==> src/hdc_macros.svh <==
`ifndef HDC_MACROS_SVH
`define HDC_MACROS_SVH

// --------------------
// hypervector geometry
// --------------------

// one generator word, four words per hypervector
`define HDC_WORD_W 32
`define HDC_WORDS 4
`define HDC_DIM (`HDC_WORD_W * `HDC_WORDS)

// item memory address, 64 entries
`define HDC_ITEM_AW 6

// instruction field of the slave stream
`define HDC_INSTR_W 16

// --------------------
// register map
// --------------------
`define HDC_AXIL_AW 12
`define HDC_REG_MODE 12'h000
`define HDC_REG_COUNT 12'h004

// xorshift start value
`define HDC_XS_SEED 32'd2463534242

`endif

==> src/xorshift32.sv <==
`timescale 1ns/1ps
`include "hdc_macros.svh"

module xorshift32 (
    input  logic                   AXIS_ACLK,
    input  logic                   gen,
    output logic [`HDC_WORD_W-1:0] rand_word
);

    logic [`HDC_WORD_W-1:0] state;
    logic [`HDC_WORD_W-1:0] s13;
    logic [`HDC_WORD_W-1:0] s17;

    // xorshift step with shifts 13, 17, 5
    always_comb begin
        s13       = state ^ (state << 13);
        s17       = s13 ^ (s13 >> 17);
        rand_word = s17 ^ (s17 << 5);
    end

    // seed reload outside the generate phase
    always_ff @(posedge AXIS_ACLK) begin
        if (!gen) begin
            state <= `HDC_XS_SEED;
        end else begin
            state <= rand_word;
        end
    end

endmodule

==> config.mk <==
export PLATFORM = sky130hd
export DESIGN_NAME = xorshift32
export DESIGN_NICKNAME = d
export VERILOG_FILES = /design/src/xorshift32.sv
export VERILOG_INCLUDE_DIRS = /design/src
export SDC_FILE = /design/constraint.sdc
export NUM_CORES = 1
export LEC_CHECK = 0
export ABC_CLOCK_PERIOD_IN_PS = 2100
export BUFFER_PORTS_ARGS = -buffer_cell sky130_fd_sc_hd__buf_2
export CELL_PAD_IN_SITES_DETAIL_PLACEMENT = 0
export CELL_PAD_IN_SITES_GLOBAL_PLACEMENT = 2
export CORE_MARGIN = 2
export CORE_UTILIZATION = 39
export DETAILED_ROUTE_END_ITERATION = 8
export PLACE_DENSITY = 0.8
export RECOVER_POWER = 25
export SYNTH_ARGS = -nofsm -noshare
export SYNTH_HDL_FRONTEND = slang
export SYNTH_SLANG_ARGS = --single-unit
==> constraint.sdc <==
create_clock -name AXIS_ACLK -period 2.1 [get_ports AXIS_ACLK]
set_input_delay 0.105 -clock AXIS_ACLK [delete_from_list [all_inputs] [get_ports AXIS_ACLK]]
set_output_delay 0.105 -clock AXIS_ACLK [all_outputs]
set_load 0.1 [all_outputs]
-- Word-level counts from Yosys, hierarchy flattened
Cells that the tools add are included.
- bitwise gates (word level): 3
- operator list (operator ; count):
    bitwise XOR 32 bit ; 2
    bitwise XOR 32 x 15 -> 32 bit ; 1
- input port bits: 2
- logic and storage cells: 4
- flip-flop bits (word level): 32
- output and inout port bits: 32

-- Longest topological paths before layout
Gate-level depths: netlist of run 1.
- depth in word-level cells: 3
- depth in mapped cells: 3
- mapped depth without buffers: 3

-- Worst setup path before layout of run 1
OpenSTA, ideal clock, no wires.
- kind: flip-flop to flip-flop
- start point: register state[8]
- end point: register state[9]
- path buffers: 0
- data required time: 2.033 ns
- cell stages (with the launch flop): 4
- period minus slack after synthesis: 3.258 ns
- arrival time: 3.191 ns
- setup time: 0.067 ns
- path slack: -1.158 ns
- cell sequence: dfxtp_1 -> xor3_1 -> xor2_1 -> and2_1
- word-level cells in the longest chain between the ends: 3
- ends and longest elaborated chain (element ; RTL line ; text):
    start, declared ; xorshift32.sv:10 ; logic [`HDC_WORD_W-1:0] state;
    start signal, assigned ; xorshift32.sv:24 ; state <= `HDC_XS_SEED;
    start signal, assigned ; xorshift32.sv:26 ; state <= rand_word;
    bitwise XOR 32 bit ; xorshift32.sv:16 ; s13 = state ^ (state << 13);
    bitwise XOR 32 x 15 -> 32 bit ; xorshift32.sv:17 ; s17 = s13 ^ (s13 >> 17);
    bitwise XOR 32 bit ; xorshift32.sv:18 ; rand_word = s17 ^ (s17 << 5);
    via rand_word[9] ; xorshift32.sv:7 ; output logic [`HDC_WORD_W-1:0] rand_word
The timed path passes the listed nets, and every way through them passes these cells.
A chain may end at the register's enable or synchronous reset.

-- Worst setup path after layout of run 1
- start point: register state[7]
- end point: output port rand_word[8]
- word-level cells in the longest chain between the ends: 3
- ends and longest elaborated chain (element ; RTL line):
    bitwise XOR 32 bit ; xorshift32.sv:16
    bitwise XOR 32 x 15 -> 32 bit ; xorshift32.sv:17
    bitwise XOR 32 bit ; xorshift32.sv:18
    end, declared ; xorshift32.sv:7
No other way between the ends.

==> flow_summary.json, run 1 <==
{
  "status": "finished clean",
  "r2r_cells": 3,
  "reg2reg_to": "state[8]$_SDFF_PN0_",
  "mostFrequentLayoutCell": "dfxtp_1",
  "cts_buffers": 5,
  "startpoint": "state[7]$_SDFF_PN1_",
  "diodes": 0,
  "post-route-util_pct": 50.6,
  "drive_gt1_share_pct": 37.6,
  "clock_sinks": 32,
  "slew_violations": 0,
  "area_growth_pct": 27.0,
  "core_area_um2": 4290,
  "yosysWarnings": 0,
  "rsz0062_at_grt": "no",
  "root_buffer": "clkbuf_8",
  "reg2reg_from": "state[7]$_SDFF_PN1_",
  "critPathMaxStageDelay_ps": 490,
  "end_kind": "output pin",
  "hold_viol": 0,
  "path_clk_slew_ps": 70,
  "worst_pin_slew_ps": 515,
  "clock.fmax_ghz": 0.503,
  "die_y_um": 70.2,
  "fp-row-count": 24,
  "fin_crit_sh_pct": 94.6,
  "dp_hpwl_um": 2350,
  "gr-total-overflow": 0,
  "filler_cell_count": 404,
  "antenna_found_initial": 0,
  "setup_violations": 0,
  "instances_no_fill": 225,
  "arrival_ps": 1880,
  "grt_pass1_vias": 1040,
  "place_inst": 218,
  "syn_area_per_cell_um2": 12.9,
  "max_flop_register": "state",
  "dieArea_um2": 4930,
  "path_class": "flip-flop to output pin",
  "drt_pass1_iterations": 2,
  "grt_use_total_pct": 14.2,
  "gp_congestion": 0.707,
  "drc_errors": 0,
  "fin_skew_ps": 7.09,
  "synth_cell_type_count": 12,
  "synth_seq_cells": 32,
  "grt_pass1_wl_um": 5160,
  "hold_class": "input port to flip-flop",
  "multi_input_area_um2": 1170,
  "crit_slowest_cell": "xnor3_1",
  "path_max_fanout": 4,
  "vias_per_cell": 4.32,
  "seqCellArea_um2": 641,
  "largest_reg_flops": 32,
  "max-cap-violations": 0,
  "syn-cell-area_um2": 1710,
  "clock_latency_ps": 290,
  "die_x_um": 70.2,
  "cts_hold_buf": 0,
  "grt_use_met3_pct": 5.19,
  "busiest_layer": "met2",
  "use_met1_pct": 17.1,
  "synth_nets": 135,
  "ant_nets": 0,
  "grt_start_max_net_pins": 25,
  "nets": 175,
  "ys_seq_area_share_pct": 37.5,
  "crit_chain": "xnor2_2 > xnor3_1 > buf_2",
  "dr_total_vias": 973,
  "synthCells": 133,
  "maxSlewHeadroom_pct": 65.4,
  "wirelength_um": 3140,
  "io_pins": 34,
  "required_ps": 2000,
  "io_buffers": 33,
  "start_util_pct": 39.8,
  "startpoint_type": "flip-flop",
  "reg_top3": "state: 32 flops",
  "grtUsageMet2_pct": 22.3,
  "first_iter_violations": 20,
  "cts_tree": "done",
  "mostFrequentLayoutCells": "32 x dfxtp_1, 29 x buf_2, 17 x xnor2_2, 17 x xnor2_1, 15 x and2_1",
  "htreeDepth": 2,
  "wl_per_cell_um": 13.9,
  "reg2reg_slack_ps": 550,
  "fin_crit_ps": 1990,
  "clockBufferDepth": 2,
  "setup.worst_path.end": "rand_word[8]"
}
-- synth_stat cells --
cell      count  area share (%)
and2_1       18             6.6
xnor3_1      10              13
dfxtp_1      32              37
inv_1         5             1.1
xor2_1       11             5.6
xnor2_2       9             8.6
clkbuf_1      2            0.44
nand2_1       4            0.88
xnor2_1      25              13
xor3_1        7             9.7
nand2b_1      2            0.73
or2_1         8             2.9
-- cells by family (layout without fill, tap and decap cells) --
kind of cell | count (synthesis) | count (layout) | synth area share (%)
xor gates and xnor gates | 62 | 62 | 49.9
DFF | 32 | 32 | 37.5
and+or+nand+nor | 32 | 32 | 11.1
buffers and inverters | 7 | 47 | 1.54
-- critical path, delay by kind of cell (launching register included) --
kind | cells | cell delay (ps)
DFF | 1 | 370
buffers and inverters | 1 | 300
xor gates and xnor gates | 2 | 930
-- per-stage QoR --
| step | hold slack (ps) | instance area (µm²) | setup TNS, ps | setup WS, ps |
|---|---|---|---|---|
| 4_1_cts | 224 | 2170 | 0 | 11.6 |
| 2_1_floorplan | 179 | 1840 | -1030 | -362 |
| 3_3_place_gp | 526 | 2090 | 0 | 362 |
| 6_report | 233 | 2170 | 0 | 112 |
| 3_5_place_dp | 527 | 2090 | 0 | 335 |
| 5_1_grt | 255 | 2170 | 0 | 24.9 |
-- layout make-up --
cell class	count	area share [%]
Clock buffer	6	3.34
Sequential cell	32	29.5
Inverter	5	0.864
Tap cell	52	3.00
Clock inverter	1	0.230
Timing Repair Buffer	35	9.33
Multi-Input combinational cell	94	53.7
-- how the worst min path moves through the flow --
stage / from / end / slack [ps] / depth (start not counted)
floorplan: gen / state[11]$_SDFF_PN1_ / 180 / 1
global placement: gen / state[10]$_SDFF_PN1_ / 530 / 3
detailed placement: gen / state[18]$_SDFF_PN1_ / 530 / 3
CTS: gen / state[18]$_SDFF_PN1_ / 220 / 3
global route: gen / state[5]$_SDFF_PN1_ / 260 / 3
finish: gen / state[7]$_SDFF_PN1_ / 230 / 3
-- per-layer routing --
layer  routed length (µm)  vias up
met2                 1500       21
met5                    0        -
met4                   75        0
met1                 1420      461
met3                  141        6
li1                     -      485
-- repair_timing --
item | in CTS | in global routing
resized for setup | 0 | 3
endpoints found under the setup margin | 0 | 3
setup buffers | 0 | 0
Power of run 1 is not shown: default switching activity piles up to over one toggle a cycle in this logic, so the estimate is an artifact.
==> inputs of run 2 (changes only) <==
ABC_AREA = 1   (was unset)
CORE_UTILIZATION = 31   (was 39)
==> run 2 against run 1 <==
Net effect: first-iteration DRC count increased by 120%; synthesized area rose by 8.3%; die area is 34% higher; sequential cell count unchanged; clock skew grew 0.79 ps; wire length rose by 42%; highest routed layer unchanged; critical path depth increased by 3.
==> flow_summary.json, run 2 <==
{
  "core_area_um2": 5850,
  "dp_hpwl_um": 3490,
  "path_clk_slew_ps": 60,
  "ctsResizeCount": 0,
  "wl_per_cell_um": 11.0,
  "cts_hold_buf": 0,
  "grt_pass1_wl_um": 7380,
  "dieArea_um2": 6610,
  "placed_cell_area_um2": 2190,
  "worst_pin_slew_ps": 866,
  "vias_per_cell": 4.20,
  "status": "finished clean",
  "diodes": 0,
  "end_kind": "output pin",
  "maxSlewHeadroom_pct": 42.2,
  "antenna_found_initial": 0,
  "grt_start_max_net_pins": 25,
  "io_buffers": 33,
  "die_y_um": 81.3,
  "cts_buffers": 5,
  "synth_top_area_share_pct": 34.6,
  "crit_slowest_cell": "dfxtp_1",
  "synth_seq_cells": 32,
  "syn-cell-area_um2": 1850,
  "synthTopCellsByArea": "dfxtp_1 35%, nand2_1 27%, inv_1 7.9%",
  "slew_violations": 0,
  "root_buffer": "clkbuf_8",
  "gr-total-overflow": 0,
  "ys_seq_area_share_pct": 34.6,
  "synth_nets": 295,
  "startpoint": "state[14]$_SDFF_PN0_",
  "fin_crit_sh_pct": 89.9,
  "crit_chain": "xor2_1 > nand2_1 > nand2_1 > nand2_1 > nand2_1 > buf_2",
  "yosysMostFrequentCell": "nand2_1",
  "reg_top3": "state: 32 flops",
  "drc_errors": 0,
  "hold_class": "input port to flip-flop",
  "clock.fmax_ghz": 0.530,
  "largest_reg_flops": 32,
  "worstHoldStart": "gen",
  "mostFrequentLayoutCell": "nand2_1",
  "clock_latency_ps": 290,
  "clock_sinks": 32,
  "path_class": "flip-flop to output pin",
  "synth_flop_cell": "dfxtp_1",
  "setup_violations": 0,
  "max-cap-violations": 0,
  "fin_ws_ps": 212,
  "dr_total_vias": 1707,
  "yosys-top-cells-count": "131 x nand2_1, 39 x inv_1, 32 x dfxtp_1",
  "drive_gt1_share_pct": 20.8,
  "hold_viol": 0,
  "pre_cts_ws_ps": 501,
  "grt_pass1_vias": 1608,
  "wirelength_um": 4460,
  "reg2reg_from": "state[18]$_SDFF_PN1_",
  "grt_use_total_pct": 15.2,
  "seqCellArea_um2": 641,
  "crit_top_cell": "nand2_1",
  "critPathMaxStageDelay_ps": 420,
  "multi_input_area_um2": 1080,
  "max_flop_register": "state",
  "filler_cell_count": 648,
  "clockBufferDepth": 2,
  "arrival_ps": 1780,
  "fin_crit_ps": 1890,
  "post_cts_buffers": 0,
  "area_growth_pct": 22.0,
  "first_iter_violations": 44,
  "synth-edff-count": 0,
  "nets": 332,
  "mostFrequentLayoutCells": "129 x nand2_1, 40 x inv_1, 32 x dfxtp_1, 31 x buf_2, 23 x nand3_1",
  "start_util_pct": 31.7,
  "synthCells": 293,
  "synth_cell_type_count": 17,
  "yosysWarnings": 0,
  "cts_tree": "done",
  "yosys.area.top_type": "dfxtp_1",
  "path_max_fanout": 4,
  "htreeDepth": 2,
  "drt_pass1_iterations": 4,
  "io_pins": 34,
  "ant_nets": 0,
  "fin_skew_ps": 7.88,
  "rsz0062_at_grt": "no",
  "syn_area_per_cell_um2": 6.32,
  "die_x_um": 81.3,
  "gp_congestion": 0.778,
  "async_flop_share_pct": 0,
  "fp-row-count": 28,
  "final_area_um2": 2260,
  "startpoint_type": "flip-flop",
  "required_ps": 2000
}
-- run 2: cell count changes in the layout (fill, tap and decap cells not counted), moves of 6 or more --
cell     delta
and2_1     -15
inv_1      +35
inv_2       +6
nand2_1   +125
nand2_2     +9
nand3_1    +23
nor2_1     +13
xnor2_1    -11
xnor2_2    -13
xnor3_1    -10
xor3_1      -7
-- run 2: stage by stage --
stage,TNS [ps],hold slack [ps],utilization [%],instances
final,0,109,38.6,406
after global routing,0,119,38.6,406
after CTS,0,108,39.1,406
after detailed placement,0,411,37.5,398
after global placement,0,405,37.5,398
after floorplan,-609,335,-,293
-- run 2: logic make-up (layout without fill, tap and decap cells) --
group,count (synthesis),after routing,synth area share (%)
DFF,32,32,34.6
buffers and inverters,50,88,10.3
AOI/OAI and AO/OA,5,5,1.55
and+or+nand+nor,184,184,42.0
xor gates and xnor gates,22,22,11.6
-- run 2: critical path, delay by kind of cell, from the launching register on --
kind / cells / cell delay [ps]
AND/OR/NAND/NOR: 4 / 390
flip-flops: 1 / 420
XOR/XNOR: 1 / 280
buffers and inverters: 1 / 420
-- run 2: final timing paths --
path | depth (start not counted) | to | slack [ps]
worst min register to register | 3 | state[1]$_SDFF_PN1_ | 560
worst max register to register | 6 | state[14]$_SDFF_PN0_ | 830
worst max-delay path | 6 | rand_word[10] | 210
worst min-delay path | 2 | state[1]$_SDFF_PN1_ | 110
-- run 2: routing by layer --
metal	part of all wire, %	global-route usage [%]	routed length [µm]	vias up
li1	-	-	-	934
met1	49	19.2	2190	742
met2	46	24.7	2030	25
met3	3.7	3.67	163	6
met4	1.7	6.10	77	0
met5	0	0	0	-
-- run 2: area by class of cell --
class	instances	share of cell area [%]
clock buffer	6	3.66
inverter	47	7.81
timing repair buffer	33	7.53
multi-input combinational	211	48.0
sequential	32	28.4
tap	75	4.16
clock inverter	2	0.443
Power of run 2 is left out for the same reason.
