**src/hdc_macros.svh**
```systemverilog
`ifndef HDC_MACROS_SVH
`define HDC_MACROS_SVH

// --------------------
// hypervector geometry
// --------------------

// one generator word, four words per hypervector
`define HDC_WORD_W 32
`define HDC_WORDS 4
`define HDC_DIM (`HDC_WORD_W * `HDC_WORDS)

// item memory address, 64 entries
`define HDC_ITEM_AW 6

// instruction field of the slave stream
`define HDC_INSTR_W 16

// --------------------
// register map
// --------------------
`define HDC_AXIL_AW 12
`define HDC_REG_MODE 12'h000
`define HDC_REG_COUNT 12'h004

// xorshift start value
`define HDC_XS_SEED 32'd2463534242

`endif

```
**src/hdc_pkg.sv**
```systemverilog
`include "hdc_macros.svh"

package hdc_pkg;

    // one hypervector and its item memory address
    typedef logic [`HDC_DIM-1:0] hv_t;
    typedef logic [`HDC_ITEM_AW-1:0] item_addr_t;

    // word position inside a hypervector
    typedef logic [$clog2(`HDC_WORDS)-1:0] word_idx_t;

    // mode register, {run, gen}
    typedef struct packed {
        logic run;
        logic gen;
    } mode_t;

    // generate phase step from the sequencer
    typedef struct packed {
        word_idx_t  word_idx;
        logic       update_item;
        item_addr_t item_a;
    } gen_step_t;

    // read request into the item memory
    typedef struct packed {
        logic       valid;
        item_addr_t addr;
    } mem_rd_req_t;

    // one output stream beat
    typedef struct packed {
        hv_t  data;
        logic last;
    } stream_beat_t;

endpackage

```
**src/axi_lite_regs.sv**
```systemverilog
`timescale 1ns/1ps
`include "hdc_macros.svh"

module axi_lite_regs (
    input  logic                    AXIS_ACLK,
    input  logic                    S_AXI_ARESETN,
    input  logic [`HDC_AXIL_AW-1:0] s_axi_awaddr,
    input  logic                    s_axi_awvalid,
    output logic                    s_axi_awready,
    input  logic [31:0]             s_axi_wdata,
    input  logic                    s_axi_wvalid,
    output logic                    s_axi_wready,
    input  logic                    s_axi_bready,
    output logic [1:0]              s_axi_bresp,
    output logic                    s_axi_bvalid,
    input  logic [`HDC_AXIL_AW-1:0] s_axi_araddr,
    input  logic                    s_axi_arvalid,
    output logic                    s_axi_arready,
    input  logic                    s_axi_rready,
    output logic [31:0]             s_axi_rdata,
    output logic [1:0]              s_axi_rresp,
    output logic                    s_axi_rvalid,
    input  logic                    gen_done,
    output hdc_pkg::mode_t          mode,
    output hdc_pkg::item_addr_t     item_count
);
    import hdc_pkg::*;

    typedef enum logic [2:0] {
        ST_IDLE,
        ST_AW,
        ST_W,
        ST_AWW,
        ST_AR1,
        ST_AR2
    } state_t;

    state_t                  state;
    logic [`HDC_AXIL_AW-1:0] aw_addr_q;
    logic [`HDC_AXIL_AW-1:0] ar_addr_q;
    logic [31:0]             w_data_q;
    logic                    wr_go;
    logic [`HDC_AXIL_AW-1:0] wr_sel;
    logic [31:0]             wr_data;
    logic [`HDC_AXIL_AW-1:0] rd_sel;

    // --------------------
    // channel handshakes
    // --------------------
    assign s_axi_awready = (state == ST_IDLE) | (state == ST_W);
    assign s_axi_wready  = (state == ST_IDLE) | (state == ST_AW);
    // writes win over a read offered in the same cycle
    assign s_axi_arready = (state == ST_IDLE) & ~s_axi_awvalid & ~s_axi_wvalid;
    assign s_axi_bvalid  = (state == ST_AWW);
    assign s_axi_rvalid  = (state == ST_AR2);
    assign s_axi_bresp   = 2'b00;
    assign s_axi_rresp   = 2'b00;

    // write fires on the edge into AWW, so BVALID sees the new value
    always_comb begin
        wr_go = 1'b0;
        case (state)
            ST_IDLE: wr_go = s_axi_awvalid & s_axi_wvalid;
            ST_AW:   wr_go = s_axi_wvalid;
            ST_W:    wr_go = s_axi_awvalid;
            default: wr_go = 1'b0;
        endcase
        wr_sel  = (state == ST_AW) ? aw_addr_q : s_axi_awaddr;
        wr_sel  = {wr_sel[`HDC_AXIL_AW-1:2], 2'b00};
        wr_data = (state == ST_W) ? w_data_q : s_axi_wdata;
    end

    assign rd_sel = {ar_addr_q[`HDC_AXIL_AW-1:2], 2'b00};

    always_ff @(posedge AXIS_ACLK) begin
        if (!S_AXI_ARESETN) begin
            state <= ST_IDLE;
        end else begin
            case (state)
                ST_IDLE: begin
                    if (s_axi_awvalid && s_axi_wvalid) begin
                        state <= ST_AWW;
                    end else if (s_axi_awvalid) begin
                        state <= ST_AW;
                    end else if (s_axi_wvalid) begin
                        state <= ST_W;
                    end else if (s_axi_arvalid) begin
                        state <= ST_AR1;
                    end
                end
                ST_AW:   if (s_axi_wvalid) state <= ST_AWW;
                ST_W:    if (s_axi_awvalid) state <= ST_AWW;
                ST_AWW:  if (s_axi_bready) state <= ST_IDLE;
                ST_AR1:  state <= ST_AR2;
                ST_AR2:  if (s_axi_rready) state <= ST_IDLE;
                default: state <= ST_IDLE;
            endcase
        end
    end

    // address and data capture
    always_ff @(posedge AXIS_ACLK) begin
        if (s_axi_awready && s_axi_awvalid) aw_addr_q <= s_axi_awaddr;
        if (s_axi_wready && s_axi_wvalid) w_data_q <= s_axi_wdata;
        if (s_axi_arready && s_axi_arvalid) ar_addr_q <= s_axi_araddr;
    end

    // --------------------
    // mode and count
    // --------------------
    always_ff @(posedge AXIS_ACLK) begin
        if (!S_AXI_ARESETN) begin
            mode       <= '0;
            item_count <= '0;
        end else begin
            // software write beats the end of generation
            if (wr_go && wr_sel == `HDC_REG_MODE) begin
                mode <= mode_t'(wr_data[1:0]);
            end else if (gen_done) begin
                mode.gen <= 1'b0;
            end
            if (wr_go && wr_sel == `HDC_REG_COUNT) begin
                item_count <= wr_data[`HDC_ITEM_AW-1:0];
            end
        end
    end

    // read mux, loaded in AR1
    always_ff @(posedge AXIS_ACLK) begin
        if (state == ST_AR1) begin
            case (rd_sel)
                `HDC_REG_MODE:  s_axi_rdata <= {{30{1'b0}}, mode};
                `HDC_REG_COUNT: s_axi_rdata <= {{(32-`HDC_ITEM_AW){1'b0}}, item_count};
                default:        s_axi_rdata <= '0;
            endcase
        end
    end

endmodule

```
**config.mk**
```make
export PLATFORM = sky130hd
export DESIGN_NAME = axi_lite_regs
export DESIGN_NICKNAME = d
export VERILOG_FILES = /design/src/hdc_pkg.sv /design/src/axi_lite_regs.sv
export VERILOG_INCLUDE_DIRS = /design/src
export SDC_FILE = /design/constraint.sdc
export NUM_CORES = 1
export LEC_CHECK = 0
export ABC_AREA = 1
export ABC_CLOCK_PERIOD_IN_PS = 2700
export BUFFER_PORTS_ARGS = -buffer_cell sky130_fd_sc_hd__buf_2
export CORE_ASPECT_RATIO = 2
export CORE_MARGIN = 2
export CORE_UTILIZATION = 35
export DETAILED_ROUTE_END_ITERATION = 10
export GPL_TIMING_DRIVEN = 0
export PLACE_DENSITY = 0.64
export REMOVE_ABC_BUFFERS = 1
export SYNTH_ARGS = -nofsm -noshare
export SYNTH_HDL_FRONTEND = slang
export SYNTH_SLANG_ARGS = --single-unit
export TNS_END_PERCENT = 20
```
**constraint.sdc**
```tcl
create_clock -name AXIS_ACLK -period 2.7 [get_ports AXIS_ACLK]
set_clock_uncertainty 0.15 [all_clocks]
set_input_delay 0.675 -clock AXIS_ACLK [delete_from_list [all_inputs] [get_ports AXIS_ACLK]]
set_output_delay 0.675 -clock AXIS_ACLK [all_outputs]
set_load 0.1 [all_outputs]
```
# Word-level counts from Yosys, hierarchy flattened
# Cells that the tools add are included.
dict set report op_classes {
  eq_ne 12
  mux 15
  bitwise_logic 7
  reduce_logical 11
}
# cell count
set ops {}
lappend ops {{12-bit zero test} 2}
lappend ops {{3-bit 2-to-1 mux} 8}
lappend ops {{10-bit by 1-bit equality test with 1-bit output, second input constant} 2}
lappend ops {{3-bit one-hot mux with 6 select lines} 1}
lappend ops {{12-bit 2-to-1 mux} 1}
lappend ops {{6-bit one-hot mux with 2 select lines} 1}
lappend ops {{2-bit != test, second input constant} 4}
lappend ops {{3-bit by 2-bit equality test with 1-bit output, second input constant} 2}
lappend ops {{3-bit equality test, second input constant} 2}
lappend ops {{1-bit logical AND} 6}
lappend ops {{6-bit 2-to-1 mux} 1}
lappend ops {{5-bit by 4-bit != test with 1-bit output, second input constant} 1}
lappend ops {{5-bit AND reduction} 1}
lappend ops {{1-bit AND} 3}
lappend ops {{3-bit by 1-bit equality test with 1-bit output, second input constant} 1}
lappend ops {{3-bit zero test} 1}
lappend ops {{1-bit one-hot mux with 3 select lines} 1}
lappend ops {{1-bit 2-to-1 mux} 2}
lappend ops {{1-bit NOT} 2}
lappend ops {{1-bit OR} 2}
lappend ops {{2-bit nonzero test} 1}
dict set report word_totals {
  reg_bits 73
  input_bits 64
  out_inout_bits 49
}

# Logic depth before layout (Yosys ltp)
dict set report depth {
  depth_word 5
  ltp_mapped 10
  mapped_depth_nobuf 10
}

# Worst setup path after synthesis
# OpenSTA, ideal clock, no wires.
dict set report synth_path {
  path_type {reg-to-output}
  from {register state[1]}
  to {output s_axi_arready}
  arrival_time_ps 2533
  required_time_ps 1875
  setup_slack_ps -658
  path_stages_with_launch 4
  n_path_buf 0
  path_cell_list {dfxtp_1 > nor2_4 > nand2_1 > nor2_1}
}
dict set report synth_between {
  elab_chain_cells 3
}
# element line
set synth_rtl {}
lappend synth_rtl {{start: declaration} axi_lite_regs.sv:38} ;# state_t state;
lappend synth_rtl {{start signal: assignment} axi_lite_regs.sv:77} ;# state <= ST_IDLE;
lappend synth_rtl {{start signal: assignment} axi_lite_regs.sv:82} ;# state <= ST_AWW;
lappend synth_rtl {{start signal: assignment} axi_lite_regs.sv:84} ;# state <= ST_AW;
lappend synth_rtl {{3-bit zero test} axi_lite_regs.sv:53} ;# assign s_axi_arready = (state == ST_IDLE) & ~s_axi_awvalid & ~s_axi_wvalid;
lappend synth_rtl {{1-bit AND (2 in series)} axi_lite_regs.sv:53}
lappend synth_rtl {{end: declaration} axi_lite_regs.sv:18} ;# output logic s_axi_arready,
# No other way between the ends.

# Final worst setup path
dict set report layout_path {
  from {register state[0]}
  to {output s_axi_awready}
}
dict set report layout_between {
  elab_chain_cells 2
  elab_cells_between_ends 3
  classes_between {eq/ne: 1; bitwise: 1; reduce/logical: 1}
}
# element line
set layout_rtl {}
lappend layout_rtl {{3-bit by 2-bit equality test with 1-bit output / 3-bit zero test (equally long branches)} axi_lite_regs.sv:50} ;# assign s_axi_awready = (state == ST_IDLE) | (state == ST_W);
lappend layout_rtl {{1-bit OR *} axi_lite_regs.sv:50}
lappend layout_rtl {{end: declaration} axi_lite_regs.sv:9} ;# output logic s_axi_awready,
# Mark *: on every way between the ends. The rest lies on a longest branch, timed or not.

==> flow_summary_export.csv <==
group,metric,value,unit
clocking,cts_root_buffer,"clkbuf_16",
worst_setup_path,rrSetupSlack,0.50,ns
grt,grt_use_total,12.9,%
synthesis,synth_top_cell_by_area,"edfxtp_1",
floorplan,die_area,0.00694,mm^2
worst_setup_path,r2r-start,"state[0]",
finish,final_layout_size_suffix_gt1_share,23.7,%
drt,wl_per_cell,11.2,um
clocking,cts_tree,"built",
synthesis,synth_top_area_share,43.9,%
sta,final_hold_viol_count,0,
floorplan,pin_count,113,
sta,fmax,0.395,GHz
synthesis,ys_dominant_reg_cell,"edfxtp_1",
outcome,outcome,"complete, no violations",
floorplan,die_w,59.9,um
worst_setup_path,crit_arrival,1.71,ns
synthesis,async_reset_ff_share,0,%
worst_setup_path,reg2regPathDepth,3,
worst_setup_path,endpoint,"s_axi_awready",
drt,ant_nets,0,
grt,grt_pass1_vias,1530,
power,pwr_density_cell,1010,mW/mm^2
worst_setup_path,endpoint_kind,"primary output",
sta,timing.hold.ws,0.348,ns
grt,grt_max_degree,15,
place,place.gp.congestion,0.842,
job,maxCapViolations,0,
grt,grt_pass1_wl,6600,um
sta,report.final.slew_viol_count,0,
finish,fill_cells,615,
finish,antenna_cells,0,
clocking,clk_path_buf_depth,2,
drt,viasPerCell,4.35,
sta,fin_crit_sh,93.8,%
synthesis,yosysUniqueCellTypes,25,
worst_setup_path,critPathLaunch,"state[0]",
floorplan,die_y,116,um
finish,design_area,0.00258,mm^2
power,peakVddDrop,0.514,mV
floorplan,core-area,0.00601,mm^2
floorplan,initial_utilization,36.4,%
worst_setup_path,r2r-end,"aw_addr_q[4]",
synthesis,syn-instance-count,244,
synthesis,synth_edf_count,32,
worst_setup_path,critical_path.startpoint_type,"flop",
sta,worst_pin_slew,0.917,ns
clocking,hold_buffers,0,
place,placed_cell_area,0.00239,mm^2
grt,met1_usage,11.6,%
sta,fin_crit,2.53,ns
drt,drtIter0Drc,35,
sta,finalSetupTns,0,ns
drt,dr.pass1.iters,4,
clocking,clkTransAtPathRegs,0.06,ns
clocking,cts_made_buffers,5,
clocking,clock-sinks,43,
synthesis,synth.cell_area,0.00219,mm^2
synthesis,yosysSeqAreaShare,54.0,%
drt,drt_wl_total,4050,um
synthesis,syn_area_per_cell,8.97,um^2
power,p_leak,1.19,nW
synthesis,synth_area_leaders,"edfxtp_1, buf_4, dfxtp_1, nand2_1, nor2_1",
hold_path,min_path_type,"reg2reg",
finish,seqCellArea,0.00118,mm^2
grt,use_met2,25.0,%
clocking,clock_latency,0.28,ns
place,io_buffer_count,52,
worst_setup_path,critPathMaxFanout,14,
clocking,post_cts_buffers,0,
grt,grt_antenna_before_repair,0,
floorplan,num_rows,40,
grt,met3_usage,2.90,%
sta,rsz0062_at_grt,"no",
drt,drc,0,
place,hpwlAfterDp,3310,um
finish,fin_nets,363,
grt,busiest_layer,"met2",
finish,fin_util,43.0,%
synthesis,synth-seq-cells,43,
synthesis,yosysWarningCount,0,
finish,syn_to_final_growth,18.1,%
power,p_total,2.61,mW
finish,multi_input_area,752,um^2
clocking,post_cts_resized,0,
sta,slew-limit-headroom,38.6,%
clocking,h-tree-depth,2,
worst_setup_path,critPathRequiredTime,1.88,ns
grt,grt-ovfl-total,0,
drt,vias,1578,
worst_setup_path,critPathKind,"reg2out",
sta,setup_violations,0,
area by class of cell:
| type | instances | area share [%] |
|---|---|---|
| sequential | 43 | 45.7 |
| multi-input combinational | 165 | 29.1 |
| timing repair buffer | 52 | 10.2 |
| clock buffer | 6 | 4.99 |
| inverter | 32 | 4.65 |
| tap | 63 | 3.05 |
| clock inverter | 2 | 2.32 |
critical path, stage by stage, from the launching register on:
cell and delay [ns]:
dfxtp_1 0.41, inv_2 0.17, nand3_2 0.28, nand2_1 0.13, buf_2 0.43
where the power goes:
part | internal, mW | leakage (nW) | total, mW | switching [mW]
clock network | 0.530 | 0.0911 | 0.762 | 0.232
logic | 0.173 | 0.716 | 0.969 | 0.795
registers | 0.822 | 0.386 | 0.882 | 0.0590
total | 1.53 | 1.19 | 2.61 | 1.09
worst min-delay path by stage:
stage                  start             to  slack, ns  cells after the start
3_5_place_dp   item_count[4]  item_count[4]       0.34                      2
3_3_place_gp         mode[1]        mode[1]       0.34                      2
5_1_grt        item_count[3]  item_count[3]       0.38                      2
6_report       item_count[4]  item_count[4]       0.35                      2
4_1_cts        item_count[4]  item_count[4]       0.35                      2
2_1_floorplan       state[1]       state[1]       0.38                      2
kinds of logic after synthesis:
logic type | share of synthesized area, %
other | 0.171
buffers and inverters | 16.9
multiplexers | 0.915
flip-flops | 54.0
AND/OR/NAND/NOR | 24.3
AO/OA/AOI/OAI | 3.77
cells in the mapped netlist (9+ instances only):
cell,n
o21ai_0,9
nand2_1,44
nand3_1,13
inv_1,31
dfxtp_1,11
nor2_1,42
buf_4,31
edfxtp_1,32
state kept, by name (all words and copies together), names as in the netlist:
name         cells
s_axi_rdata      6
item_count       6
w_data_q         6
state            3
mode             2
aw_addr_q       10
ar_addr_q       10
placed cells by master (no fill, tap or decap):
master	instances
conb_1	30
bufinv_16	2
inv_1	31
nor2_2	3
nand4_1	3
clkbuf_16	5
o21ai_0	9
edfxtp_1	32
clkbuf_4	1
nand3_2	3
clkbuf_1	1
o21ai_1	3
mux2i_1	2
nor4_1	1
nor3b_2	1
nor2_1	42
nand2_1	44
nand3b_1	3
a21oi_1	3
dfxtp_1	11
nand2_4	1
buf_2	51
nand2_2	1
nand3_1	13
o21bai_1	1
inv_2	1
nor2_4	2
metrics by stage:
stage	instances	worst slack, ns
4_1_cts	363	0.135
5_1_grt	363	0.0559
2_1_floorplan	240	-0.658
6_report	363	0.166
3_5_place_dp	355	0.256
3_3_place_gp	355	-0.189
layer usage:
metal	up-vias	wire, um
met5	-	0
met1	680	1390
met2	66	2340
met4	0	93
met3	6	225
li1	826	-
Power figures use the tool's default switching activity.
