==> src/hdc_macros.svh <==
`ifndef HDC_MACROS_SVH
`define HDC_MACROS_SVH

// --------------------
// hypervector geometry
// --------------------

// one generator word, four words per hypervector
`define HDC_WORD_W 32
`define HDC_WORDS 4
`define HDC_DIM (`HDC_WORD_W * `HDC_WORDS)

// item memory address, 64 entries
`define HDC_ITEM_AW 6

// instruction field of the slave stream
`define HDC_INSTR_W 16

// --------------------
// register map
// --------------------
`define HDC_AXIL_AW 12
`define HDC_REG_MODE 12'h000
`define HDC_REG_COUNT 12'h004

// xorshift start value
`define HDC_XS_SEED 32'd2463534242

`endif

==> src/hdc_pkg.sv <==
`include "hdc_macros.svh"

package hdc_pkg;

    // one hypervector and its item memory address
    typedef logic [`HDC_DIM-1:0] hv_t;
    typedef logic [`HDC_ITEM_AW-1:0] item_addr_t;

    // word position inside a hypervector
    typedef logic [$clog2(`HDC_WORDS)-1:0] word_idx_t;

    // mode register, {run, gen}
    typedef struct packed {
        logic run;
        logic gen;
    } mode_t;

    // generate phase step from the sequencer
    typedef struct packed {
        word_idx_t  word_idx;
        logic       update_item;
        item_addr_t item_a;
    } gen_step_t;

    // read request into the item memory
    typedef struct packed {
        logic       valid;
        item_addr_t addr;
    } mem_rd_req_t;

    // one output stream beat
    typedef struct packed {
        hv_t  data;
        logic last;
    } stream_beat_t;

endpackage

==> src/item_lookup_stream.sv <==
`timescale 1ns/1ps
`include "hdc_macros.svh"

module item_lookup_stream (
    input  logic                    AXIS_ACLK,
    input  logic                    S_AXI_ARESETN,
    input  hdc_pkg::mode_t          mode,
    input  logic [`HDC_INSTR_W-1:0] s_axis_tdata,
    input  logic                    s_axis_tlast,
    input  logic                    s_axis_tvalid,
    output logic                    s_axis_tready,
    output hdc_pkg::mem_rd_req_t    rd_req,
    input  hdc_pkg::hv_t            rd_data,
    output logic [`HDC_DIM-1:0]     m_axis_tdata,
    output logic                    m_axis_tlast,
    output logic                    m_axis_tvalid,
    input  logic                    m_axis_tready
);
    import hdc_pkg::*;

    logic         accept;
    logic         s1_valid;
    logic         s1_last;
    logic         s1_adv;
    logic         s2_valid;
    stream_beat_t s2_beat;

    // stage 1 moves on when stage 2 is empty or handing its beat over
    assign s1_adv        = ~s2_valid | m_axis_tready;
    assign s_axis_tready = mode.run & ~mode.gen & (~s1_valid | s1_adv);
    assign accept        = s_axis_tvalid & s_axis_tready;

    // the read goes out in the accept cycle
    always_comb begin
        rd_req.valid = accept;
        rd_req.addr  = s_axis_tdata[`HDC_ITEM_AW-1:0];
    end

    // --------------------
    // pipeline control
    // --------------------
    always_ff @(posedge AXIS_ACLK) begin
        if (!S_AXI_ARESETN) begin
            s1_valid <= 1'b0;
            s2_valid <= 1'b0;
        end else begin
            if (accept) begin
                s1_valid <= 1'b1;
            end else if (s1_adv) begin
                s1_valid <= 1'b0;
            end
            if (s1_adv) begin
                s2_valid <= s1_valid;
            end
        end
    end

    // payload
    always_ff @(posedge AXIS_ACLK) begin
        if (accept) begin
            s1_last <= s_axis_tlast;
        end
        if (s1_adv && s1_valid) begin
            s2_beat.data <= rd_data;
            s2_beat.last <= s1_last;
        end
    end

    assign m_axis_tdata  = s2_beat.data;
    assign m_axis_tlast  = s2_beat.last;
    assign m_axis_tvalid = s2_valid;

endmodule

==> config.mk <==
export PLATFORM = sky130hd
export DESIGN_NAME = item_lookup_stream
export DESIGN_NICKNAME = d
export VERILOG_FILES = /design/src/hdc_pkg.sv /design/src/item_lookup_stream.sv
export VERILOG_INCLUDE_DIRS = /design/src
export SDC_FILE = /design/constraint.sdc
export NUM_CORES = 1
export LEC_CHECK = 0
export BUFFER_PORTS_ARGS = -buffer_cell sky130_fd_sc_hd__buf_2
export CAP_MARGIN = 20
export CORE_AREA = 2 2 114 116
export CTS_CLUSTER_DIAMETER = 60
export DETAILED_ROUTE_END_ITERATION = 12
export DIE_AREA = 0 0 116 118
export PLACE_DENSITY_LB_ADDON = 0.25
export SYNTH_ARGS = -nofsm -noshare
export SYNTH_HDL_FRONTEND = slang
export SYNTH_SLANG_ARGS = --single-unit
==> constraint.sdc <==
create_clock -name AXIS_ACLK -period 8.4 [get_ports AXIS_ACLK]
set_clock_uncertainty 0.1 [all_clocks]
set_input_delay 1.26 -clock AXIS_ACLK [delete_from_list [all_inputs] [get_ports AXIS_ACLK]]
set_output_delay 1.26 -clock AXIS_ACLK [all_outputs]
set_load 0.02 [all_outputs]
# Yosys cells after proc, flatten, opt, wreduce, memory -nomap -nowiden
# Cells that the tools add are included.
[op_classes]
div = 0
n_lt_le_gt_ge = 0
n_reduce_logical = 2
add_sub_neg = 0
mul = 0
n_eq_ne = 0
n_bitwise = 8
muxes = 2
shifts = 0
[op_table]
columns = ["op", "n"]
rows = [
  ["$and 1x1->1", 3],
  ["$not 1->1", 3],
  ["$mux 1", 2],
  ["$or 1x1->1", 2],
  ["$reduce_bool 2->1", 1],
  ["$logic_and 1x1->1", 1],
]
[word_totals]
latchBits = 0
inputBits = 151
elab_cells = 17
mem_count = 0
register_bits = 132
romBits = 0
mem_bits_rw = 0
out_inout_bits = 138

# Logic depth before layout (Yosys ltp)
# Gate-level depths: netlist of run 1.
[logic_depth]
ltp_word = 6
ltp_mapped = 3
mapped_depth_nobuf = 2

# Least setup slack after synthesis of run 1
# No wires, ideal clock.
[synth_path]
path_kind = "in2reg"
start = "in m_axis_tready"
end = "reg s2_beat (netlist bit m_axis_tdata[0]), enable pin"
n_path_buf = 0
slack_ns = 0.676
required_time_ns = 7.667
stages = 2
setup_time_ns = 0.633
arrival_time_ns = 6.990
path_cell_list = "nor2b_2 > nor2b_1"
[synth_between]
elab_chain_cells = 2
[synth_rtl]
columns = ["item", "line_no", "text"]
rows = [
  ["start: declaration", "item_lookup_stream.sv:17", "input logic m_axis_tready"],
  ["$or 1x1->1", "item_lookup_stream.sv:29", "assign s1_adv = ~s2_valid | m_axis_tready;"],
  ["$logic_and 1x1->1", "item_lookup_stream.sv:63", "if (s1_adv && s1_valid) begin"],
  ["end: declaration", "item_lookup_stream.sv:26", "stream_beat_t s2_beat;"],
]
# Every way passes these cells.
# A chain may end at the register's enable or synchronous reset.

==> results.py, run 1 <==
metrics = {
    "status": {
        "status": "finished, final reports clean",
    },
    "clock_network": {
        "post_cts_resized": 0,
        "cts_sinks": 132,
        "clk_pin_slew_ps": 60,
        "cts_max_path_buffers": 2,
        "cts_buffers": 17,
        "cts-root-buf": "clkbuf_16",
        "cts_htree_levels": 4,
        "cts_tree": "done",
        "clkLatencyLatePin_ps": 410,
        "postCtsSetupBuffers": 0,
        "cts_hold_buf": 0,
    },
    "synthesis": {
        "synth_top_area_share_pct": 96.3,
        "syn_nets": 298,
        "yosys_warnings": 0,
        "seq_area_frac_synth_pct": 97.3,
        "synth_area_leader_cell": "edfxtp_1",
        "synth_area_per_cell_um2": 27.6,
        "synth.distinct_cells": 10,
        "ys_seq_elements": 132,
        "netlist_area_mm2": 0.00406,
        "synth_area_leaders": "edfxtp_1 (96%), buf_4 (1.3%), dfxtp_1 (0.99%), nand3b_1 (0.37%), and3b_1 (0.22%)",
        "syn_inst": 147,
    },
    "min_path": {
        "min_from": "s1_last",
        "hold_end": "m_axis_tlast",
        "hold_depth": 0,
        "hold_class": "flop to flop",
    },
    "sta": {
        "period_share_pct": 39.1,
        "hold_viol_final": 0,
        "fin_setup_tns_ps": 0,
        "finalSetupViolations": 0,
        "relSlewSlack_pct": 32.7,
        "worst_pin_slew_ps": 1010,
        "slew_violations": 0,
        "period_needed_ps": 3290,
        "max_freq_mhz": 304,
        "rsz0062_at_grt": "false",
    },
    "routing": {
        "drt_pre_antenna_iters": 4,
        "detail-route-antenna-nets": 0,
        "drt-initial-drc-count": 232,
        "detail_route.wl_per_cell_um": 15.1,
        "drc_errors": 0,
        "post_drt_via_cell_ratio": 4.10,
        "vias": 2508,
        "wl_um": 9240,
    },
    "critical_path": {
        "ff2ff_path_depth": 4,
        "worst_path_max_delay_cell": "a21oi_1",
        "path_buf_inv": 2,
        "cp.arrival_ps": 1930,
        "max_stage_delay_ps": 200,
        "cp_top_family": "buffers and inverters",
        "rr_startpoint": "m_axis_tvalid",
        "crit_path_frequent_cell": "buf_2",
        "startpoint_type": "input pin",
        "path_cells": "buf_2 > nand3b_1 > a21oi_1 > buf_2",
        "worst_r2r_endpoint": "m_axis_tdata[38]",
        "end_kind": "output pin",
        "path_class": "input pin to output pin",
        "reg2reg_slack_ps": 5820,
        "worst-path-max-fanout": 2,
        "worstPathRequired_ps": 7040,
    },
    "job": {
        "maxCapViolCount": 0,
    },
    "power_and_ir_drop": {
        "p_sw_share_pct": 20.4,
        "power.leakage_nw": 2.55,
        "irDropWorstVdd_v": 0.000112,
        "pwr-share-seq_pct": 48.9,
        "p_clk_share_pct": 47.0,
        "netSwitchingPower_w": 0.000310,
        "cellPowerDensity_mw_per_mm2": 247,
        "internal_power_w": 0.00121,
        "p_comb_share_pct": 4.2,
    },
    "finish": {
        "layout_common_cells": "buf_2 (266), edfxtp_1 (130), clkbuf_16 (17), clkinvlp_4 (5), inv_6 (4)",
        "area_delta_synth_final_pct": 51.7,
        "layout_commonest_cell": "buf_2",
        "instances_no_fill": 612,
        "antennaDiodeCount": 0,
        "utilization_pct": 49.6,
        "drive_above_1_share_pct": 68.4,
        "fin_nets": 578,
    },
    "floorplanning": {
        "rows": 41,
        "coreArea_mm2": 0.0124,
        "io_pins": 289,
        "die_area_mm2": 0.0137,
        "die_h_um": 118,
        "start_util_pct": 32.7,
        "die_w_um": 116,
    },
    "global_routing": {
        "first_global_vias": 2525,
        "grt_max_degree": 84,
        "grt_pass1_wl_um": 13200,
        "grt.overflow.total": 0,
        "antenna_found_initial": 1,
        "gr-usage-all-layers_pct": 13.6,
    },
    "placement": {
        "portBuffers": 266,
        "gp_congestion": 0.748,
        "dp_cells": 580,
        "hpwl_um": 6940,
    },
}
[Yosys cell counts, drive strengths merged]
cell / instances
a21boi: 1
buf: 7
o21a: 1
nor2b: 2
edfxtp: 130
and3b: 1
dfxtp: 2
nand3b: 2
a21oi: 1
[kinds of logic (layout without fill, tap and decap cells)]
kind of cell	count (synthesis)	in the layout	share of synthesized area [%]
AOI/OAI and AO/OA	3	3	0.494
buffers and inverters	7	300	1.30
and+or+nand+nor	5	5	0.957
DFF	132	132	97.3
[worst max path at each step]
stage	start	end	cells past startpoint
6_report	mode[0]	rd_req[6]	4
5_1_grt	mode[0]	rd_req[6]	4
4_1_cts	mode[0]	rd_req[6]	4
3_5_place_dp	m_axis_tready	m_axis_tdata[36]	5
3_3_place_gp	m_axis_tready	m_axis_tdata[53]	5
2_1_floorplan	m_axis_tready	m_axis_tdata[0]	2
[area by class of cell]
cell class | count | area [um^2]
fillers | 1104 | 6260
well taps | 172 | 215
repair buffers | 268 | 1350
flip-flops and latches | 132 | 3940
clock buffers | 18 | 429
multi-input cells | 8 | 66.3
clock inverters | 14 | 151
[state kept, by name, summed over array words and instances, names as in the netlist]
name and flops:
m_axis_tdata 128, m_axis_tlast 1, s1_last 1, m_axis_tvalid 1, s1_valid 1
[per-layer routing]
layer | vias up | track usage, % | wire length (um)
li1 | 1146 | - | -
met1 | 1181 | 13.6 | 3190
met2 | 157 | 21.9 | 4770
met3 | 22 | 7.57 | 1060
met4 | 2 | 7.74 | 209
met5 | - | 0 | 17
[through the flow]
step / worst slack (ps) / hold WS [ps] / area, um^2 / power [W]
floorplan: 676 / 300 / 4060 / 0.000783
global placement: 4920 / 313 / 5570 / 0.000817
detailed placement: 4850 / 329 / 5570 / 0.000819
CTS: 5110 / 361 / 6150 / 0.00153
global route: 5040 / 362 / 6150 / 0.00157
finish: 5110 / 348 / 6150 / 0.00152
[power groups by stage]
stage,logic (W),clock network (W),registers [W]
floorplan,0.0000104,0,0.000772
global placement,0.0000626,0,0.000755
detailed placement,0.0000646,0,0.000755
CTS,0.0000645,0.000729,0.000741
global route,0.0000690,0.000759,0.000742
finish,0.0000633,0.000713,0.000741
(Power assumes the default switching activity.)
==> run 2, diff against run 1 <==
- CORE_AREA: 2 2 114 116 -> 2 2 113 115
- DIE_AREA: 0 0 116 118 -> 0 0 115 117
- clock period: 8.4 -> 3 ns (I/O delays scaled with it)
==> run 2 against run 1 <==
Highest routed layer is now met4. Global-route usage increased by 0.12 points. Via count decreased by 1.4%. Total power increased to 2.9 times the previous value. Largest power group is now the clock network. Combinational power increased to 2.8 times the previous value. Largest cell class unchanged. Critical path type is now flop to output pin. Cell area increased by 0.81%. Count of clock-buffer cells in the layout unchanged. Register-to-register slack got worse by 4500 ps. Cell count decreased by 3.4%. Critical endpoint unchanged.
==> results.py, run 2 (synthesis results as in run 1) <==
metrics = {
    "status": {
        "status": "finished, final reports clean",
    },
    "finish": {
        "n_fill_cell": 1063,
        "multiInputGateArea_um2": 66.3,
        "fin_nets": 578,
        "drive_above_1_share_pct": 68.6,
        "layout_commonest_cell": "buf_2",
        "area_delta_synth_final_pct": 52.9,
        "ff_latch_area_mm2": 0.00395,
        "layout_common_cells": "buf_2 (266), edfxtp_1 (130), clkbuf_16 (17), bufinv_16 (4), inv_6 (4)",
        "largest_reg_flops": 128,
    },
    "critical_path": {
        "worst_path_max_delay_cell": "dfxtp_2",
        "max_stage_delay_ps": 320,
        "path_cells": "nor2b_2 > a21oi_1 > buf_2",
        "path_class": "flop to output pin",
        "reg2reg_slack_ps": 1310,
        "worst_r2r_endpoint": "m_axis_tdata[57]",
        "crit_start": "m_axis_tvalid",
        "ff2ff_path_depth": 3,
        "crit_end": "rd_req[6]",
        "end_kind": "output pin",
        "worst-path-max-fanout": 3,
        "startpoint_type": "flop",
        "rr_startpoint": "m_axis_tvalid",
        "worstPathRequired_ps": 2450,
        "cp.arrival_ps": 1430,
    },
    "sta": {
        "rsz0062_at_grt": "false",
        "max_freq_mhz": 506,
        "hold_viol_final": 0,
        "period_needed_ps": 1980,
        "fin_setup_tns_ps": 0,
        "slew_violations": 0,
        "relSlewSlack_pct": 74.0,
        "worst_pin_slew_ps": 390,
        "period_share_pct": 65.9,
        "finalSetupViolations": 0,
    },
    "floorplanning": {
        "start_util_pct": 32.9,
        "die_area_mm2": 0.0135,
        "io_pins": 289,
        "coreArea_mm2": 0.0123,
        "rows": 41,
        "die_h_um": 117,
        "die_w_um": 115,
    },
    "routing": {
        "drt-initial-drc-count": 119,
        "vias": 2474,
        "drc_errors": 0,
        "detail_route.wl_per_cell_um": 15.9,
        "wl_um": 9400,
        "drt_pre_antenna_iters": 4,
        "detail-route-antenna-nets": 0,
        "post_drt_via_cell_ratio": 4.19,
    },
    "power_and_ir_drop": {
        "cellPowerDensity_mw_per_mm2": 713,
        "total_power_w": 0.00442,
        "power.leakage_nw": 2.59,
        "irDropWorstVdd_v": 0.000392,
    },
    "global_routing": {
        "gr-usage-all-layers_pct": 13.7,
        "grt_pass1_wl_um": 13000,
        "grt.overflow.total": 0,
        "first_global_vias": 2567,
        "antenna_found_initial": 1,
        "grt_max_degree": 71,
    },
    "clock_network": {
        "cts-root-buf": "clkbuf_16",
        "post_cts_resized": 0,
        "cts_max_path_buffers": 2,
        "cts_buffers": 17,
        "clk_pin_slew_ps": 60,
        "postCtsSetupBuffers": 0,
        "cts_tree": "done",
        "cts_htree_levels": 4,
        "cts_sinks": 132,
        "clkLatencyLatePin_ps": 410,
        "cts_hold_buf": 0,
    },
    "placement": {
        "gp_congestion": 0.798,
        "portBuffers": 266,
        "hpwl_um": 7000,
    },
    "job": {
        "maxCapViolCount": 0,
    },
    "min_path": {
        "hold_class": "input pin to flop",
    },
}
## run 2: per-layer routing
| layer | GRT usage (%) | wire length, um | up-vias |
|---|---|---|---|
| met5 | 0 | 0 | - |
| met2 | 22.7 | 4990 | 156 |
| met4 | 7.39 | 225 | 0 |
| met1 | 12.6 | 3020 | 1152 |
| li1 | - | - | 1151 |
| met3 | 9.53 | 1170 | 15 |
## run 2: worst min path at each step
stage	from	end	depth (start not counted)
after floorplan	s1_last	m_axis_tlast	0
after global placement	s1_last	m_axis_tlast	0
after detailed placement	s1_last	m_axis_tlast	0
after CTS	rd_data[26]	m_axis_tdata[26]	1
after global routing	rd_data[27]	m_axis_tdata[27]	1
final	rd_data[55]	m_axis_tdata[55]	1
## run 2: where the power goes
part	total [W]	switching, W	internal [W]	leakage [nW]
clock network	0.00217	0.000768	0.00140	0.298
logic	0.000180	0.0000951	0.0000851	1.09
registers	0.00207	0.00000744	0.00207	1.20
## run 2: critical path: cells and delay by family (launching register included)
kind,cells,cell delay [ps]
DFF,1,320
buffers and inverters,1,230
AOI/OAI and AO/OA,1,300
and+or+nand+nor,1,170
## run 2: cell type report
class	instances	share of cell area, %
antenna	1	0.0403
clock buffer	18	6.92
clock inverter	14	3.23
multi-input combinational	8	1.07
sequential	132	63.6
tap	150	3.03
timing repair buffer	268	22.1
## run 2: through the flow
stage                     cell area [um^2]  setup slack (ps)  util, %  cells  hold WS (ps)
final                                 6200              1020     50.4    591           113
after detailed placement              5570              1180     45.2    558           314
after global placement                5570              1200     45.2    558           304
after global routing                  6200               973     50.4    590          88.5
after floorplan                       4060              36.5        -    147           300
after CTS                             6200               978     50.4    590          91.5
